## src/rtl/rv_isa_pkg.sv

```systemverilog
// rv isa package: RV64I encodings and the width types of the integer datapath
`default_nettype none

package rv_isa_pkg;

  typedef logic [63:0] xlen_t;
  typedef logic [63:0] pc_t;
  typedef logic [31:0] inst_t;
  typedef logic [4:0]  gpr_addr_t;
  typedef logic [6:0]  opcode_t;
  typedef logic [2:0]  funct3_t;
  typedef logic [4:0]  alu_op_t;
  typedef logic [2:0]  mem_op_t;   // same bits as load/store funct3
  typedef logic [2:0]  br_func_t;  // same bits as branch funct3

  // major opcodes
  localparam opcode_t OPC_LUI       = 7'b0110111;
  localparam opcode_t OPC_AUIPC     = 7'b0010111;
  localparam opcode_t OPC_JAL       = 7'b1101111;
  localparam opcode_t OPC_JALR      = 7'b1100111;
  localparam opcode_t OPC_BRANCH    = 7'b1100011;
  localparam opcode_t OPC_LOAD      = 7'b0000011;
  localparam opcode_t OPC_STORE     = 7'b0100011;
  localparam opcode_t OPC_OP_IMM    = 7'b0010011;
  localparam opcode_t OPC_OP        = 7'b0110011;
  localparam opcode_t OPC_OP_IMM_32 = 7'b0011011;
  localparam opcode_t OPC_OP_32     = 7'b0111011;

  // funct3 of the integer ops
  localparam funct3_t F3_ADD  = 3'b000;
  localparam funct3_t F3_SLL  = 3'b001;
  localparam funct3_t F3_SLT  = 3'b010;
  localparam funct3_t F3_SLTU = 3'b011;
  localparam funct3_t F3_XOR  = 3'b100;
  localparam funct3_t F3_SR   = 3'b101;  // srl/sra, split by inst[30]
  localparam funct3_t F3_OR   = 3'b110;
  localparam funct3_t F3_AND  = 3'b111;

  localparam alu_op_t ALU_ADD  = 5'd0;
  localparam alu_op_t ALU_SUB  = 5'd1;
  localparam alu_op_t ALU_SLL  = 5'd2;
  localparam alu_op_t ALU_SLT  = 5'd3;
  localparam alu_op_t ALU_SLTU = 5'd4;
  localparam alu_op_t ALU_XOR  = 5'd5;
  localparam alu_op_t ALU_SRL  = 5'd6;
  localparam alu_op_t ALU_SRA  = 5'd7;
  localparam alu_op_t ALU_OR   = 5'd8;
  localparam alu_op_t ALU_AND  = 5'd9;
  localparam alu_op_t ALU_LUI  = 5'd10;  // passes operand 2

  localparam mem_op_t MEM_B  = 3'b000;
  localparam mem_op_t MEM_H  = 3'b001;
  localparam mem_op_t MEM_W  = 3'b010;
  localparam mem_op_t MEM_D  = 3'b011;
  localparam mem_op_t MEM_BU = 3'b100;
  localparam mem_op_t MEM_HU = 3'b101;
  localparam mem_op_t MEM_WU = 3'b110;

  localparam br_func_t BR_BEQ  = 3'b000;
  localparam br_func_t BR_BNE  = 3'b001;
  localparam br_func_t BR_BLT  = 3'b100;
  localparam br_func_t BR_BGE  = 3'b101;
  localparam br_func_t BR_BLTU = 3'b110;
  localparam br_func_t BR_BGEU = 3'b111;

endpackage

`default_nettype wire

```

## src/rtl/id_bus_pkg.sv

```systemverilog
// decode stage bus package: structs passed between decode and its neighbour stages
`default_nettype none

package id_bus_pkg;

  // fetch to decode, 96 bits
  typedef struct packed {
    rv_isa_pkg::inst_t inst;
    rv_isa_pkg::pc_t   pc;
  } fs_to_ds_t;

  // decode to execute
  typedef struct packed {
    logic                  load_sel;
    rv_isa_pkg::xlen_t     rs1_data;
    rv_isa_pkg::xlen_t     rs2_data;
    rv_isa_pkg::xlen_t     imm;
    rv_isa_pkg::pc_t       pc;
    logic                  alu_src1_sel;  // 1: pc
    logic [1:0]            alu_src2_sel;  // 0 rs2, 1 imm, 2 four
    logic                  word_cut_sel;
    rv_isa_pkg::alu_op_t   alu_op;
    rv_isa_pkg::gpr_addr_t rd;
    logic                  gpr_wen;
    logic                  mem_ren;
    logic                  mem_wen;
    rv_isa_pkg::mem_op_t   mem_op;
    logic                  invalid_inst;
  } ds_to_es_t;

  // result forwarded back from a later stage, rd of zero means nothing
  typedef struct packed {
    rv_isa_pkg::gpr_addr_t rd;
    rv_isa_pkg::xlen_t     result;
  } bypass_t;

  typedef struct packed {
    logic                  wen;
    rv_isa_pkg::gpr_addr_t waddr;
    rv_isa_pkg::xlen_t     wdata;
  } wb_to_rf_t;

  // redirect toward fetch
  typedef struct packed {
    logic            stall;
    logic            taken;
    rv_isa_pkg::pc_t target;
  } br_t;

  typedef struct packed {
    logic                 bren;
    logic                 jal_sel;
    logic                 jalr_sel;
    rv_isa_pkg::br_func_t br_func;
  } id_ctrl_t;

endpackage

`default_nettype wire

```

## src/rtl/id_latch.sv

```systemverilog
// decode latch: stage valid bit, instruction/pc register and valid/allowin handshake
`timescale 1ns/1ps
`default_nettype none

module id_latch (
  input  wire                    i_clk,
  input  wire                    i_reset,
  // from fetch
  input  wire                    i_fs_valid,
  input  id_bus_pkg::fs_to_ds_t  i_fs_bus,
  // handshake
  input  wire                    i_ready_go,
  input  wire                    i_es_allowin,
  output logic                   o_allowin,
  output logic                   o_valid,
  output logic                   o_to_es_valid,
  output id_bus_pkg::fs_to_ds_t  o_ds_bus
);

  logic ds_valid;

  assign o_allowin     = !ds_valid || (i_ready_go && i_es_allowin);
  assign o_to_es_valid = ds_valid && i_ready_go;
  assign o_valid       = ds_valid;

  always_ff @(posedge i_clk) begin
    if (i_reset) begin
      ds_valid <= 1'b0;
    end else if (o_allowin) begin
      ds_valid <= i_fs_valid;  // empties when fetch has nothing
    end
  end

  // payload only moves on an accepted transfer
  always_ff @(posedge i_clk) begin
    if (i_fs_valid && o_allowin) begin
      o_ds_bus <= i_fs_bus;
    end
  end

endmodule

`default_nettype wire

```

## src/rtl/id_decoder.sv

```systemverilog
// instruction decoder: immediate, destination and execute control for RV64I
`timescale 1ns/1ps
`default_nettype none

module id_decoder (
  input  rv_isa_pkg::inst_t      i_inst,
  input  rv_isa_pkg::pc_t        i_pc,
  output rv_isa_pkg::xlen_t      o_imm,
  output rv_isa_pkg::gpr_addr_t  o_rd,
  output id_bus_pkg::id_ctrl_t   o_ctrl,
  output rv_isa_pkg::alu_op_t    o_alu_op,
  output logic                   o_alu_src1_sel,
  output logic [1:0]             o_alu_src2_sel,
  output logic                   o_word_cut_sel,
  output logic                   o_gpr_wen,
  output logic                   o_mem_ren,
  output logic                   o_mem_wen,
  output logic                   o_load_sel,
  output rv_isa_pkg::mem_op_t    o_mem_op,
  output logic                   o_invalid_inst
);

  localparam logic [1:0] SRC2_RS2  = 2'd0;
  localparam logic [1:0] SRC2_IMM  = 2'd1;
  localparam logic [1:0] SRC2_FOUR = 2'd2;

  rv_isa_pkg::opcode_t opcode;
  rv_isa_pkg::funct3_t funct3;
  rv_isa_pkg::xlen_t   imm_i, imm_s, imm_b, imm_u, imm_j;
  logic                bad;

  assign opcode = i_inst[6:0];
  assign funct3 = i_inst[14:12];
  assign o_rd   = i_inst[11:7];

  assign imm_i = {{52{i_inst[31]}}, i_inst[31:20]};
  assign imm_s = {{52{i_inst[31]}}, i_inst[31:25], i_inst[11:7]};
  assign imm_b = {{51{i_inst[31]}}, i_inst[31], i_inst[7], i_inst[30:25], i_inst[11:8], 1'b0};
  assign imm_u = {{32{i_inst[31]}}, i_inst[31:12], 12'b0};
  assign imm_j = {{43{i_inst[31]}}, i_inst[31], i_inst[19:12], i_inst[20], i_inst[30:21], 1'b0};

  // inst[30] picks sub only for register ops, sra for both
  function automatic rv_isa_pkg::alu_op_t alu_sel(input rv_isa_pkg::funct3_t f3,
                                                  input logic alt, input logic reg_op);
    rv_isa_pkg::alu_op_t op;
    case (f3)
      rv_isa_pkg::F3_ADD:  op = (alt && reg_op) ? rv_isa_pkg::ALU_SUB : rv_isa_pkg::ALU_ADD;
      rv_isa_pkg::F3_SLL:  op = rv_isa_pkg::ALU_SLL;
      rv_isa_pkg::F3_SLT:  op = rv_isa_pkg::ALU_SLT;
      rv_isa_pkg::F3_SLTU: op = rv_isa_pkg::ALU_SLTU;
      rv_isa_pkg::F3_XOR:  op = rv_isa_pkg::ALU_XOR;
      rv_isa_pkg::F3_SR:   op = alt ? rv_isa_pkg::ALU_SRA : rv_isa_pkg::ALU_SRL;
      rv_isa_pkg::F3_OR:   op = rv_isa_pkg::ALU_OR;
      default:             op = rv_isa_pkg::ALU_AND;
    endcase
    return op;
  endfunction

  always_comb begin
    o_imm          = '0;
    o_ctrl         = '0;
    o_alu_op       = rv_isa_pkg::ALU_ADD;
    o_alu_src1_sel = 1'b0;
    o_alu_src2_sel = SRC2_RS2;
    o_word_cut_sel = 1'b0;
    o_gpr_wen      = 1'b1;
    o_mem_ren      = 1'b0;
    o_mem_wen      = 1'b0;
    o_mem_op       = '0;
    bad            = 1'b0;
    case (opcode)
      rv_isa_pkg::OPC_LUI: begin
        o_imm          = imm_u;
        o_alu_op       = rv_isa_pkg::ALU_LUI;
        o_alu_src2_sel = SRC2_IMM;
      end
      rv_isa_pkg::OPC_AUIPC: begin
        o_imm          = imm_u;
        o_alu_src1_sel = 1'b1;
        o_alu_src2_sel = SRC2_IMM;
      end
      rv_isa_pkg::OPC_JAL, rv_isa_pkg::OPC_JALR: begin  // link = pc + 4
        o_imm           = (opcode == rv_isa_pkg::OPC_JAL) ? imm_j : imm_i;
        o_ctrl.jal_sel  = (opcode == rv_isa_pkg::OPC_JAL);
        o_ctrl.jalr_sel = (opcode == rv_isa_pkg::OPC_JALR);
        o_alu_src1_sel  = 1'b1;
        o_alu_src2_sel  = SRC2_FOUR;
        bad             = o_ctrl.jalr_sel && (funct3 != rv_isa_pkg::F3_ADD);
      end
      rv_isa_pkg::OPC_BRANCH: begin
        o_imm          = imm_b;
        o_ctrl.bren    = 1'b1;
        o_ctrl.br_func = funct3;
        o_gpr_wen      = 1'b0;
        bad            = !(funct3 inside {rv_isa_pkg::BR_BEQ, rv_isa_pkg::BR_BNE,
                                          rv_isa_pkg::BR_BLT, rv_isa_pkg::BR_BGE,
                                          rv_isa_pkg::BR_BLTU, rv_isa_pkg::BR_BGEU});
      end
      rv_isa_pkg::OPC_LOAD: begin
        o_imm          = imm_i;
        o_alu_src2_sel = SRC2_IMM;
        o_mem_ren      = 1'b1;
        o_mem_op       = funct3;
        bad            = !(funct3 inside {rv_isa_pkg::MEM_B, rv_isa_pkg::MEM_H,
                                          rv_isa_pkg::MEM_W, rv_isa_pkg::MEM_D,
                                          rv_isa_pkg::MEM_BU, rv_isa_pkg::MEM_HU,
                                          rv_isa_pkg::MEM_WU});
      end
      rv_isa_pkg::OPC_STORE: begin
        o_imm          = imm_s;
        o_alu_src2_sel = SRC2_IMM;
        o_gpr_wen      = 1'b0;
        o_mem_wen      = 1'b1;
        o_mem_op       = funct3;
        bad            = !(funct3 inside {rv_isa_pkg::MEM_B, rv_isa_pkg::MEM_H,
                                          rv_isa_pkg::MEM_W, rv_isa_pkg::MEM_D});
      end
      rv_isa_pkg::OPC_OP_IMM, rv_isa_pkg::OPC_OP_IMM_32: begin
        o_imm          = imm_i;
        o_alu_src2_sel = SRC2_IMM;
        o_alu_op       = alu_sel(funct3, i_inst[30], 1'b0);
        o_word_cut_sel = (opcode == rv_isa_pkg::OPC_OP_IMM_32);
      end
      rv_isa_pkg::OPC_OP, rv_isa_pkg::OPC_OP_32: begin
        o_alu_op       = alu_sel(funct3, i_inst[30], 1'b1);
        o_word_cut_sel = (opcode == rv_isa_pkg::OPC_OP_32);
      end
      default: bad = 1'b1;
    endcase
    // word ops only have add/sub and the shifts
    if (o_word_cut_sel && !(funct3 inside {rv_isa_pkg::F3_ADD, rv_isa_pkg::F3_SLL,
                                           rv_isa_pkg::F3_SR})) begin
      bad = 1'b1;
    end
    if (i_pc[1:0] != 2'b00) bad = 1'b1;  // no compressed ext, must be word aligned
    if (o_rd == '0) o_gpr_wen = 1'b0;
    if (bad) begin
      o_ctrl    = '0;
      o_gpr_wen = 1'b0;
      o_mem_ren = 1'b0;
      o_mem_wen = 1'b0;
    end
  end

  assign o_load_sel     = o_mem_ren;
  assign o_invalid_inst = bad;

endmodule

`default_nettype wire

```

## src/rtl/gpr_file.sv

```systemverilog
// general-purpose register file: two async read ports, one sync write port
`timescale 1ns/1ps
`default_nettype none

module gpr_file #(
  parameter int GPR_COUNT = 32
) (
  input  wire                    i_clk,
  input  rv_isa_pkg::gpr_addr_t  i_raddr1,
  input  rv_isa_pkg::gpr_addr_t  i_raddr2,
  output rv_isa_pkg::xlen_t      o_rdata1,
  output rv_isa_pkg::xlen_t      o_rdata2,
  input  id_bus_pkg::wb_to_rf_t  i_wb
);

  rv_isa_pkg::xlen_t regs [GPR_COUNT];
  logic              hit1, hit2, wr_ok;

  // x0 and indexes past the count read as zero
  assign hit1  = (i_raddr1 != '0) && (int'(i_raddr1) < GPR_COUNT);
  assign hit2  = (i_raddr2 != '0) && (int'(i_raddr2) < GPR_COUNT);
  assign wr_ok = i_wb.wen && (i_wb.waddr != '0) && (int'(i_wb.waddr) < GPR_COUNT);

  assign o_rdata1 = hit1 ? regs[i_raddr1] : '0;
  assign o_rdata2 = hit2 ? regs[i_raddr2] : '0;

  always_ff @(posedge i_clk) begin
    if (wr_ok) begin
      regs[i_wb.waddr] <= i_wb.wdata;
    end
  end

endmodule

`default_nettype wire

```

## src/rtl/id_operand.sv

```systemverilog
// operand unit: register read, forwarding from es/ms/ws and load-use detection
`timescale 1ns/1ps
`default_nettype none

module id_operand #(
  parameter int GPR_COUNT = 32
) (
  input  wire                    i_clk,
  input  rv_isa_pkg::inst_t      i_inst,
  input  id_bus_pkg::wb_to_rf_t  i_wb,
  input  id_bus_pkg::bypass_t    i_es_bypass,
  input  id_bus_pkg::bypass_t    i_ms_bypass,
  input  id_bus_pkg::bypass_t    i_ws_bypass,
  input  wire                    i_es_load_sel,
  output rv_isa_pkg::xlen_t      o_rs1_data,
  output rv_isa_pkg::xlen_t      o_rs2_data,
  output logic                   o_load_hazard
);

  rv_isa_pkg::gpr_addr_t rs1, rs2;
  rv_isa_pkg::xlen_t     rf_rdata1, rf_rdata2;

  assign rs1 = i_inst[19:15];
  assign rs2 = i_inst[24:20];

  gpr_file #(
    .GPR_COUNT (GPR_COUNT)
  ) u_gpr_file (
    .i_clk    (i_clk),
    .i_raddr1 (rs1),
    .o_rdata1 (rf_rdata1),
    .i_raddr2 (rs2),
    .o_rdata2 (rf_rdata2),
    .i_wb     (i_wb)
  );

  // youngest producer wins
  function automatic rv_isa_pkg::xlen_t fwd(input rv_isa_pkg::gpr_addr_t rs,
                                            input rv_isa_pkg::xlen_t rf_data,
                                            input id_bus_pkg::bypass_t es,
                                            input id_bus_pkg::bypass_t ms,
                                            input id_bus_pkg::bypass_t ws);
    if (es.rd != '0 && es.rd == rs) return es.result;
    if (ms.rd != '0 && ms.rd == rs) return ms.result;
    if (ws.rd != '0 && ws.rd == rs) return ws.result;
    return rf_data;
  endfunction

  assign o_rs1_data = fwd(rs1, rf_rdata1, i_es_bypass, i_ms_bypass, i_ws_bypass);
  assign o_rs2_data = fwd(rs2, rf_rdata2, i_es_bypass, i_ms_bypass, i_ws_bypass);

  // load data only exists after mem, so wait one cycle for it
  assign o_load_hazard = i_es_load_sel && (i_es_bypass.rd != '0) &&
                         ((i_es_bypass.rd == rs1) || (i_es_bypass.rd == rs2));

endmodule

`default_nettype wire

```

## src/rtl/id_branch.sv

```systemverilog
// branch unit: condition evaluation, jump target and redirect toward fetch
`timescale 1ns/1ps
`default_nettype none

module id_branch (
  input  wire                   i_valid,
  input  id_bus_pkg::id_ctrl_t  i_ctrl,
  input  rv_isa_pkg::pc_t       i_pc,
  input  rv_isa_pkg::xlen_t     i_imm,
  input  rv_isa_pkg::xlen_t     i_rs1_data,
  input  rv_isa_pkg::xlen_t     i_rs2_data,
  input  wire                   i_load_hazard,
  output id_bus_pkg::br_t       o_br
);

  logic            cond;
  logic            eq, lt, ltu;
  rv_isa_pkg::pc_t jalr_sum;

  assign eq  = (i_rs1_data == i_rs2_data);
  assign lt  = ($signed(i_rs1_data) < $signed(i_rs2_data));
  assign ltu = (i_rs1_data < i_rs2_data);

  always_comb begin
    case (i_ctrl.br_func)
      rv_isa_pkg::BR_BEQ:  cond = eq;
      rv_isa_pkg::BR_BNE:  cond = !eq;
      rv_isa_pkg::BR_BLT:  cond = lt;
      rv_isa_pkg::BR_BGE:  cond = !lt;
      rv_isa_pkg::BR_BLTU: cond = ltu;
      rv_isa_pkg::BR_BGEU: cond = !ltu;
      default:             cond = 1'b0;
    endcase
  end

  assign jalr_sum = i_rs1_data + i_imm;

  assign o_br.taken  = i_valid && (i_ctrl.jal_sel || i_ctrl.jalr_sel ||
                                   (i_ctrl.bren && cond));
  assign o_br.target = i_ctrl.jalr_sel ? {jalr_sum[63:1], 1'b0} : i_pc + i_imm;
  // operands not final yet, fetch must hold off
  assign o_br.stall  = o_br.taken && i_load_hazard;

endmodule

`default_nettype wire

```

## src/rtl/id_stage.sv

```systemverilog
// decode stage top: latch, decoder, operand unit and branch unit
`timescale 1ns/1ps
`default_nettype none

module id_stage #(
  parameter int GPR_COUNT = 32
) (
  input  wire                    i_clk,
  input  wire                    i_reset,
  // from fetch
  input  wire                    i_fs_to_ds_valid,
  input  id_bus_pkg::fs_to_ds_t  i_fs_to_ds_bus,
  output logic                   o_ds_allowin,
  // to execute
  input  wire                    i_es_allowin,
  output logic                   o_ds_to_es_valid,
  output id_bus_pkg::ds_to_es_t  o_ds_to_es_bus,
  // to fetch
  output id_bus_pkg::br_t        o_br_bus,
  // write back and bypass
  input  id_bus_pkg::wb_to_rf_t  i_ws_to_rf,
  input  wire                    i_es_load_sel,
  input  id_bus_pkg::bypass_t    i_es_bypass,
  input  id_bus_pkg::bypass_t    i_ms_bypass,
  input  id_bus_pkg::bypass_t    i_ws_bypass
);

  id_bus_pkg::fs_to_ds_t ds_bus;
  id_bus_pkg::id_ctrl_t  ctrl;
  rv_isa_pkg::xlen_t     imm, rs1_data, rs2_data;
  logic                  ds_valid;
  logic                  load_hazard;

  id_latch u_latch (
    .i_clk         (i_clk),
    .i_reset       (i_reset),
    .i_fs_valid    (i_fs_to_ds_valid),
    .i_fs_bus      (i_fs_to_ds_bus),
    .i_ready_go    (!load_hazard),
    .i_es_allowin  (i_es_allowin),
    .o_allowin     (o_ds_allowin),
    .o_valid       (ds_valid),
    .o_to_es_valid (o_ds_to_es_valid),
    .o_ds_bus      (ds_bus)
  );

  id_decoder u_decoder (
    .i_inst         (ds_bus.inst),
    .i_pc           (ds_bus.pc),
    .o_imm          (imm),
    .o_rd           (o_ds_to_es_bus.rd),
    .o_ctrl         (ctrl),
    .o_alu_op       (o_ds_to_es_bus.alu_op),
    .o_alu_src1_sel (o_ds_to_es_bus.alu_src1_sel),
    .o_alu_src2_sel (o_ds_to_es_bus.alu_src2_sel),
    .o_word_cut_sel (o_ds_to_es_bus.word_cut_sel),
    .o_gpr_wen      (o_ds_to_es_bus.gpr_wen),
    .o_mem_ren      (o_ds_to_es_bus.mem_ren),
    .o_mem_wen      (o_ds_to_es_bus.mem_wen),
    .o_load_sel     (o_ds_to_es_bus.load_sel),
    .o_mem_op       (o_ds_to_es_bus.mem_op),
    .o_invalid_inst (o_ds_to_es_bus.invalid_inst)
  );

  id_operand #(
    .GPR_COUNT (GPR_COUNT)
  ) u_operand (
    .i_clk         (i_clk),
    .i_inst        (ds_bus.inst),
    .i_wb          (i_ws_to_rf),
    .i_es_bypass   (i_es_bypass),
    .i_ms_bypass   (i_ms_bypass),
    .i_ws_bypass   (i_ws_bypass),
    .i_es_load_sel (i_es_load_sel),
    .o_rs1_data    (rs1_data),
    .o_rs2_data    (rs2_data),
    .o_load_hazard (load_hazard)
  );

  id_branch u_branch (
    .i_valid       (ds_valid),
    .i_ctrl        (ctrl),
    .i_pc          (ds_bus.pc),
    .i_imm         (imm),
    .i_rs1_data    (rs1_data),
    .i_rs2_data    (rs2_data),
    .i_load_hazard (load_hazard),
    .o_br          (o_br_bus)
  );

  // remaining execute fields
  assign o_ds_to_es_bus.rs1_data = rs1_data;
  assign o_ds_to_es_bus.rs2_data = rs2_data;
  assign o_ds_to_es_bus.imm      = imm;
  assign o_ds_to_es_bus.pc       = ds_bus.pc;

endmodule

`default_nettype wire

```

## config.mk

```make
export PLATFORM = sky130hd
export DESIGN_NAME = id_stage
export DESIGN_NICKNAME = d
export VERILOG_FILES = /design/src/rtl/rv_isa_pkg.sv /design/src/rtl/id_bus_pkg.sv /design/src/rtl/id_latch.sv /design/src/rtl/id_decoder.sv /design/src/rtl/gpr_file.sv /design/src/rtl/id_operand.sv /design/src/rtl/id_branch.sv /design/src/rtl/id_stage.sv
export SDC_FILE = /design/constraint.sdc
export NUM_CORES = 2
export LEC_CHECK = 0
export BUFFER_PORTS_ARGS = -buffer_cell sky130_fd_sc_hd__buf_2
export CAP_MARGIN = 30
export CORE_MARGIN = 10
export CORE_UTILIZATION = 25
export CTS_BUF_LIST = sky130_fd_sc_hd__clkbuf_8
export CTS_CLUSTER_DIAMETER = 150
export DETAILED_ROUTE_END_ITERATION = 7
export MAX_ROUTING_LAYER = met4
export SETUP_SLACK_MARGIN = 0.4
export SLEW_MARGIN = 15
export SYNTH_ARGS = -nofsm -noshare
export SYNTH_HDL_FRONTEND = slang
export SYNTH_SLANG_ARGS = --single-unit
```

## constraint.sdc

```tcl
create_clock -name i_clk -period 10.65 [get_ports i_clk]
set_input_delay 2.13 -clock i_clk [delete_from_list [all_inputs] [get_ports i_clk]]
set_output_delay 2.13 -clock i_clk [all_outputs]
set_load 0.02 [all_outputs]
```

==> results.json <==
{
  "outcome": "finished clean",
  "p_leak_nw": 43.7,
  "grt_pass1_vias": 74351,
  "crit_buf_inv": 5,
  "die_area_um2": 472000,
  "hp-class": "reg2reg",
  "skew_ns": 0.0459,
  "worstMarginPinSlew_ns": 1.13,
  "finalHoldViolCount": 0,
  "crit_slowest_cell": "and4_1",
  "cts_buffers": 339,
  "grt_max_degree": 85,
  "place_congestion": 1.05,
  "synth-seq-cells": 2155,
  "ff2ff_path_depth": 10,
  "drive_gt1_frac": 0.394,
  "cts_buffer_depth": 4,
  "cp_top_family": "simple AND/OR/NAND/NOR gates",
  "synth_warnings": 0,
  "rsz0062_at_grt": "true",
  "detail-route-antenna-nets": 0,
  "vdd_drop_max_mv": 0.108,
  "synth_top_area_cell": "edfxtp_1",
  "hold_buffers": 0,
  "critical_path.most_common_cell": "nor2_1",
  "cp_data_arrival_time_ns": 8.13,
  "synth_area_um2": 111000,
  "critPathKind": "in2out",
  "synth_cell_type_count": 75,
  "grt_pass1_wl_mm": 648,
  "switching_share": 0.315,
  "maxCapViolations": 0,
  "p_comb_frac": 0.238,
  "port_buffers": 722,
  "crit_path_start_kind": "primary input",
  "vias": 73615,
  "wl_mm": 487,
  "coreArea_um2": 442000,
  "whs_path_depth": 2,
  "crit_path_end_kind": "output pin",
  "internal_power_mw": 14.7,
  "slew_violations": 0,
  "holdWs_ns": 0.544,
  "rows": 244,
  "synth_common_cells": "edfxtp_1, mux4_2, nand2_1",
  "min_period_ns": 10.26,
  "post-route-period-util": 0.964,
  "async_reset_ff_frac": 0,
  "viasPerCell": 5.41,
  "cp_slowest_stage_delay_ns": 0.58,
  "power_mw": 21.4,
  "hpwl_mm": 334,
  "p_clk_frac": 0.312,
  "clkTransAtPathRegs_ns": 0.08,
  "die_x_um": 687,
  "drc": 0,
  "worst_skew_pair.late_latency_ns": 0.99,
  "synth-seq-area-share": 0.581,
  "first_iter_violations": 9913,
  "worstPathCellList": "buf_2, xor2_1, nor3_4, and4_4, buf_6, a221o_1, o21ai_0, o21ai_1, ha_1, nand2_1, nor2_1, and3_1, and4_1, o2111ai_2, buf_4, nand4_1, a41oi_1, nor2_1, buf_4, nor2_1, xnor2_1, mux2_2, buf_2",
  "synth_top_area_frac": 0.579,
  "worst-path-max-fanout": 30,
  "p_per_area_nw_per_um2": 164,
  "area_growth_pct": 17.4,
  "cts_root_buf": "clkbuf_8",
  "io_pins": 724,
  "grt.total_usage": 0.203,
  "seqPwrFrac": 0.450,
  "p_switching_mw": 6.75,
  "crit_required_ns": 8.52,
  "synth_ff_type": "edfxtp_1",
  "cp_num_cells": 23,
  "initial_utilization": 0.251,
  "slew_headroom": 0.250,
  "chipHeight_um": 687,
  "yosysMostFrequentCell": "edfxtp_1",
  "drtPass1Iterations": 6,
  "synthTopCellsByArea": "edfxtp_1, mux4_2, ha_1",
  "antenna_found_initial": 126,
  "wl_per_cell_um": 35.8,
  "htree_levels": 5,
  "clkSinkCount": 2155,
  "synth_enable_flop_cells": 2144,
  "timing.fmax_mhz": 97.4,
  "setup_viol": 0,
  "syn_inst": 6356,
  "final_nets": 7841,
  "avgSynthCellArea_um2": 17.5,
  "overflow": 0,
  "cts_tree": "done"
}
-- layout by cell type (no fill, tap or decap), drive strengths merged, types with 12 or more instances in the layout --
cell type	instances
nor2	222
mux2	94
o21bai	31
xor2	53
nor2b	21
a21o	153
conb	65
buf	1068
edfxtp	2144
a21boi	12
clkbuf	344
nand2	361
xnor2	92
a221oi	70
a31oi	20
inv	204
diode	168
and3	12
nand4	46
nor3	94
a221o	66
a211oi	14
o21a	20
mux4	1279
a21oi	212
clkinv	145
nand3	43
nand2b	16
ha	189
and2	16
o21ai	250
-- metrics by stage --
step	cells	setup TNS, ns	util	instance area (um2)	setup slack [ns]
after floorplan	6420	0	-	111000	1.28
after CTS	13429	0	0.294	130000	0.366
after detailed placement	12807	-0.542	0.279	123000	-0.236
after global routing	13583	0	0.295	131000	0.344
final	13601	0	0.295	131000	0.387
after global placement	12793	-14.85	0.278	123000	-1.02
-- metal layers --
| metal | track usage | vias to the layer above | routed length (um) |
|---|---|---|---|
| li1 | - | 28713 | - |
| met2 | 0.321 | 4712 | 229000 |
| met3 | 0.0561 | 1094 | 49500 |
| met4 | 0.125 | 0 | 36800 |
| met5 | - | - | 0 |
| met1 | 0.228 | 39096 | 171000 |
-- sequential cells by signal (all words and copies together) (netlist names), named ones only --
name	cells
u_latch.o_ds_bus	96
u_latch.o_valid	1
u_operand.u_gpr_file.regs	2048
-- tightest hold or removal path: stages, from the launching register on --
cell and delay, ns:
edfxtp_1 0.35, nand2_1 0.06, nand2_1 0.11
-- power groups by stage --
stage / registers, mW / logic (mW) / clock network, mW
2_1_floorplan: 9.71 / 2.82 / 0
3_3_place_gp: 9.82 / 4.93 / 0
3_5_place_dp: 9.84 / 4.94 / 0
4_1_cts: 9.64 / 5.03 / 6.79
5_1_grt: 9.65 / 5.29 / 7.15
6_report: 9.64 / 5.11 / 6.68
-- layout make-up --
class / instances / area (um2)
fillers: 43674 / 312000
flip-flops and latches: 2155 / 64600
multi-input cells: 3590 / 44400
well taps: 5904 / 7390
repair buffers: 1072 / 7240
clock buffers: 343 / 4720
clock inverters: 255 / 1400
inverters: 114 / 440
diodes: 168 / 420
-- final timing paths --
| path | from | end | slack [ns] |
|---|---|---|---|
| setup / recovery | i_ms_bypass[66] | o_br_bus[58] | 0.39 |
| hold / removal | u_latch.o_ds_bus[86] | flop | 0.54 |
| setup reg to reg | u_latch.o_ds_bus[81] | u_latch.o_ds_bus[13] | 5.43 |
| hold reg to reg | u_latch.o_ds_bus[86] | flop | 0.54 |
-- what timing repair did --
item / CTS / global route
endpoints found under the setup margin: 29 / 23
gates cloned: 3 / 2
gates resized for setup: 20 / 34
pin swaps: 0 / 2
setup buffers: 21 / 1
-- cell families (layout without fill, tap and decap cells) --
family	count (synthesis)	count (layout)	share of synthesized area
other	1	233	0.0000337
muxes	1384	1384	0.269
adders and majority gates	191	191	0.0216
buffers and inverters	676	1784	0.0266
AOI/OAI and AO/OA	908	908	0.0538
DFF	2155	2155	0.581
and+or+nand+nor	896	897	0.0364
xor gates and xnor gates	145	145	0.0114
Power figures use the tool's default switching activity.
